File: config.mk
export PLATFORM = sky130hd
export DESIGN_NAME = syncFifo
export DESIGN_NICKNAME = d
export VERILOG_FILES = /design/src/rtl/syncFifo.sv
export SDC_FILE = /design/constraint.sdc
export NUM_CORES = 1
export LEC_CHECK = 0
export ABC_CLOCK_PERIOD_IN_PS = 4700
export BUFFER_PORTS_ARGS = -buffer_cell sky130_fd_sc_hd__buf_2
export CAP_MARGIN = 15
export CORE_MARGIN = 5
export CORE_UTILIZATION = 50
export CTS_BUF_LIST = sky130_fd_sc_hd__clkbuf_2 sky130_fd_sc_hd__clkbuf_4 sky130_fd_sc_hd__clkbuf_8
export CTS_CLUSTER_DIAMETER = 100
export DETAILED_ROUTE_END_ITERATION = 7
export HOLD_SLACK_MARGIN = 0.08
export PLACE_DENSITY = 0.79
export SYNTH_ARGS = -nofsm -noshare
export SYNTH_HDL_FRONTEND = slang
export SYNTH_SLANG_ARGS = --single-unit
File: constraint.sdc
create_clock -name clk -period 4.7 [get_ports clk]
set_input_delay 1.41 -clock clk [delete_from_list [all_inputs] [get_ports clk]]
set_output_delay 1.41 -clock clk [all_outputs]
set_load 0.05 [all_outputs]
File: src/rtl/syncFifo.sv
`default_nettype none

module syncFifo #(
    parameter int WIDTH = 8,
    parameter int DEPTH = 16,   // Power of two
    parameter int MARGIN = 4
) (
    input  logic             clk,
    input  logic             rst,
    input  logic             writeEnable,
    input  logic [WIDTH-1:0] dataIn,
    output logic             almostFull,
    output logic             almostEmpty,
    input  logic             readEnable,
    output logic [WIDTH-1:0] dataOut,
    output logic             empty
);

    localparam int ADDR_W = $clog2(DEPTH);
    localparam int COUNT_W = ADDR_W + 1;

    logic [WIDTH-1:0] mem [DEPTH];
    logic [ADDR_W-1:0] wrPtr;
    logic [ADDR_W-1:0] rdPtr;
    logic [COUNT_W-1:0] count;
    logic doWrite;
    logic doRead;

    assign doWrite = writeEnable && (count != COUNT_W'(DEPTH));
    assign doRead = readEnable && !empty;

    assign empty = (count == '0);
    assign almostFull = count >= COUNT_W'(DEPTH - MARGIN);
    assign almostEmpty = count <= COUNT_W'(MARGIN);

    always_ff @(posedge clk) begin
        if (rst) begin
            wrPtr <= '0;
            rdPtr <= '0;
            count <= '0;
        end else begin
            if (doWrite) wrPtr <= wrPtr + 1'b1;
            if (doRead) rdPtr <= rdPtr + 1'b1;
            case ({doWrite, doRead})
                2'b10: count <= count + 1'b1;
                2'b01: count <= count - 1'b1;
                default: count <= count;
            endcase
        end
    end

    always_ff @(posedge clk) begin
        if (doWrite) mem[wrPtr] <= dataIn;
        if (doRead) dataOut <= mem[rdPtr]; // Valid the cycle after the read
    end

endmodule

`default_nettype wire

==> flow_summary.ini <==
[outcome]
outcome = finished clean

[worst_setup_path]
worstPathBufferInverterCount = 1
worstPathCellList = or4_1 -> nor2_1 -> buf_2
critical_path_class = register to output port
path_max_fanout = 7
start_kind = register
cp.arrival_ns = 1.93
rr_worst_depth = 9
timing.critical_path.slowest_cell_delay_ns = 0.72
r2r_end = count[4]$_SDFFE_PP0P_
worstPathRequired_ns = 3.29
r2r-start = count[0]$_SDFFE_PP0P_
crit_slowest_cell = or4_1
worst_setup_path_end_kind = output port
ff2ff_setup_slack_ns = 1.45
path_delay_family = simple AND/OR/NAND/NOR gates

[pwr]
ir_worst_vdd_mv = 0.399
p_switching_mw = 1.03
power_density_nw_per_um2 = 533
intPower_mw = 2.52
pwr-share-clk = 0.329
power_frac_seq = 0.455
pwr-share-comb = 0.216
swShare = 0.289
p_leak_nw = 2.23

[synthesis]
netlist_area_um2 = 5900
synthTopCellsByCount = edfxtp_1, mux4_2, nor2_1
synth.most_common_cell = edfxtp_1
ys_ff_latch = 149
ys_top_cells_by_area = edfxtp_1, mux4_2, dfxtp_1
synth_top_cell_area_share = 0.692
synth_async_sr_flop_share = 0
syn_avg_cell_area_um2 = 18.7
yosysSeqAreaShare = 0.737
synth_area_leader_cell = edfxtp_1
syn_nets = 337
synth_cell_types = 33
dominantRegCellSynth = edfxtp_1
synth_edf_count = 136
netlist_instances = 315
yosys_warnings = 0

[route]
routedWlPerCell_um = 21.0
drt_iter0_markers = 188
ant_nets = 0
drc = 0
routed_wl_mm = 10.5
drt_first_pass_iters = 5
route.vias.total = 2931
viasPerCell = 5.83

[sta]
setup_slack_ns = 1.36
rsz0062_at_grt = no
finalSetupViolCount = 0
finClkSkew_ns = 0.0142
clock.fmax_mhz = 299
worst_pin_slew_ns = 0.940
fin_setup_tns_ns = 0
fin_crit_ns = 3.34
relSlewSlack = 0.371
maxSlewViolCount = 0
period_share = 0.711
hold_viol = 0

[floorplan]
die_y_um = 119
dieArea_um2 = 14100
die_w_um = 119
core.rowCount = 39
core_um2 = 11500
pin_count = 23
initial_utilization = 0.514

[global_route]
met1_usage = 0.210
antenna_found_initial = 1
grt_use_total = 0.159
gr-usage-met2 = 0.254
first_global_vias = 3009
grt_max_degree = 33
use_met3 = 0.0454
grt.overflow.total = 0
top_usage_layer = met2
grt_pass1_wl_mm = 16.8

[worst_hold_path]
hold_start = rdPtr[1]$_SDFFE_PP0P_
holdPathEnd = rdPtr[1]$_SDFFE_PP0P_
hold_path_class = register to register
worstHoldPathCells = 2

[placement]
dp_hpwl_mm = 7.02
gp_congestion = 0.857
io_buffers = 22
pre_cts_ws_ns = 1.17

[clocking]
cts_buffer_depth = 2
cts_resized = 0
worstSkewPairLatency_ns = 0.43
cts-root-buf = clkbuf_8
cts_sinks = 149
clk_pin_slew_ns = 0.07
cts_max_level = 4
tritoncts = done
cts_setup_buffers = 0
hold_buffers = 0
numCtsBuffers = 17

[cells_and_area]
syn2layout_area_growth_pct = 12.8
finalNetCount = 368
final_layout_size_suffix_gt1_frac = 0.267

[job]
max_cap_violations = 0
-- metrics by stage --
stage,utilization,power (mW),std cells,hold WS [ns],area (µm²)
finish,0.580,3.55,503,0.580,6660
global route,0.580,3.71,502,0.599,6650
CTS,0.580,3.58,502,0.580,6650
detailed placement,0.538,2.42,470,0.559,6170
global placement,0.537,2.39,469,0.537,6160
floorplan,-,2.23,315,0.522,5900
-- per-layer routing --
| layer | vias up | share of wire |
|---|---|---|
| met1 | 1499 | 0.42 |
| met2 | 99 | 0.51 |
| met3 | 8 | 0.061 |
| met5 | - | 0.00066 |
| li1 | 1323 | - |
| met4 | 2 | 0.0076 |
-- power by group through the flow --
stage	clock network, mW	logic, mW	registers (mW)
after detailed placement	0	0.771	1.65
after CTS	1.19	0.776	1.62
after global placement	0	0.748	1.64
final	1.17	0.767	1.61
after global routing	1.25	0.832	1.63
after floorplan	0	0.508	1.73
-- flip-flops by register name, summed over array words and instances, names as in the netlist --
register	cells
dataOut	8
wrPtr	4
mem	128
count	5
rdPtr	4
-- kinds of logic after synthesis --
group | Yosys count | synth area share
compound gates | 30 | 0.0399
xor+xnor | 8 | 0.0119
fa+ha+maj | 10 | 0.0225
buf+inv | 22 | 0.0153
flops | 149 | 0.737
mux | 35 | 0.127
simple gates | 61 | 0.0467
-- how the worst max path moves through the flow --
stage               slack [ns]                  start                    end  depth (start not counted)
finish                    1.36  count[0]$_SDFFE_PP0P_                  empty                          3
global placement          1.27             readEnable  count[4]$_SDFFE_PP0P_                          9
CTS                       1.32  count[0]$_SDFFE_PP0P_                  empty                          3
floorplan                 1.54             readEnable  count[4]$_SDFFE_PP0P_                          8
detailed placement        1.17             readEnable  count[4]$_SDFFE_PP0P_                          9
global route              1.23  count[0]$_SDFFE_PP0P_  count[4]$_SDFFE_PP0P_                          9
-- cell type report --
cell class              instances  area, µm²
diodes                          1       2.50
clock buffers                  18        241
clock inverters                14        245
fillers                       813       4810
inverters                       6       22.5
multi-input cells             144       1460
flip-flops and latches        149       4350
well taps                     143        179
repair buffers                 28        155
-- worst min-delay path: cells and delay by family, from the launching register on --
kind	cells	cell delay [ns]
flops	1	0.34
mux	1	0.15
simple gates	1	0.05
-- layout by cell type (no fill, tap or decap), drive strengths merged --
cell / Yosys / routed
edfxtp: 136 / 136
mux4: 32 / 32
buf: 8 / 28
nor2: 27 / 27
clkbuf: 8 / 18
a22oi: 16 / 16
nand2: 15 / 15
dfxtp: 13 / 13
inv: 6 / 10
ha: 9 / 9
xor2: 6 / 6
bufinv: 0 / 6
nor3: 5 / 5
a21oi: 5 / 5
o211ai: 4 / 4
mux2i: 3 / 3
and3: 3 / 3
clkinv: 0 / 3
or4: 2 / 2
nor2b: 2 / 2
nand2b: 2 / 2
xnor2: 2 / 2
o21a: 2 / 2
diode: 0 / 1
o21ai: 1 / 1
and2: 1 / 1
a21o: 1 / 1
nor4: 1 / 1
nor4bb: 1 / 1
or3: 1 / 1
nand3: 1 / 1
o31ai: 1 / 1
fa: 1 / 1
clkinvlp: 0 / 1
Power figures use the tool's default switching activity.
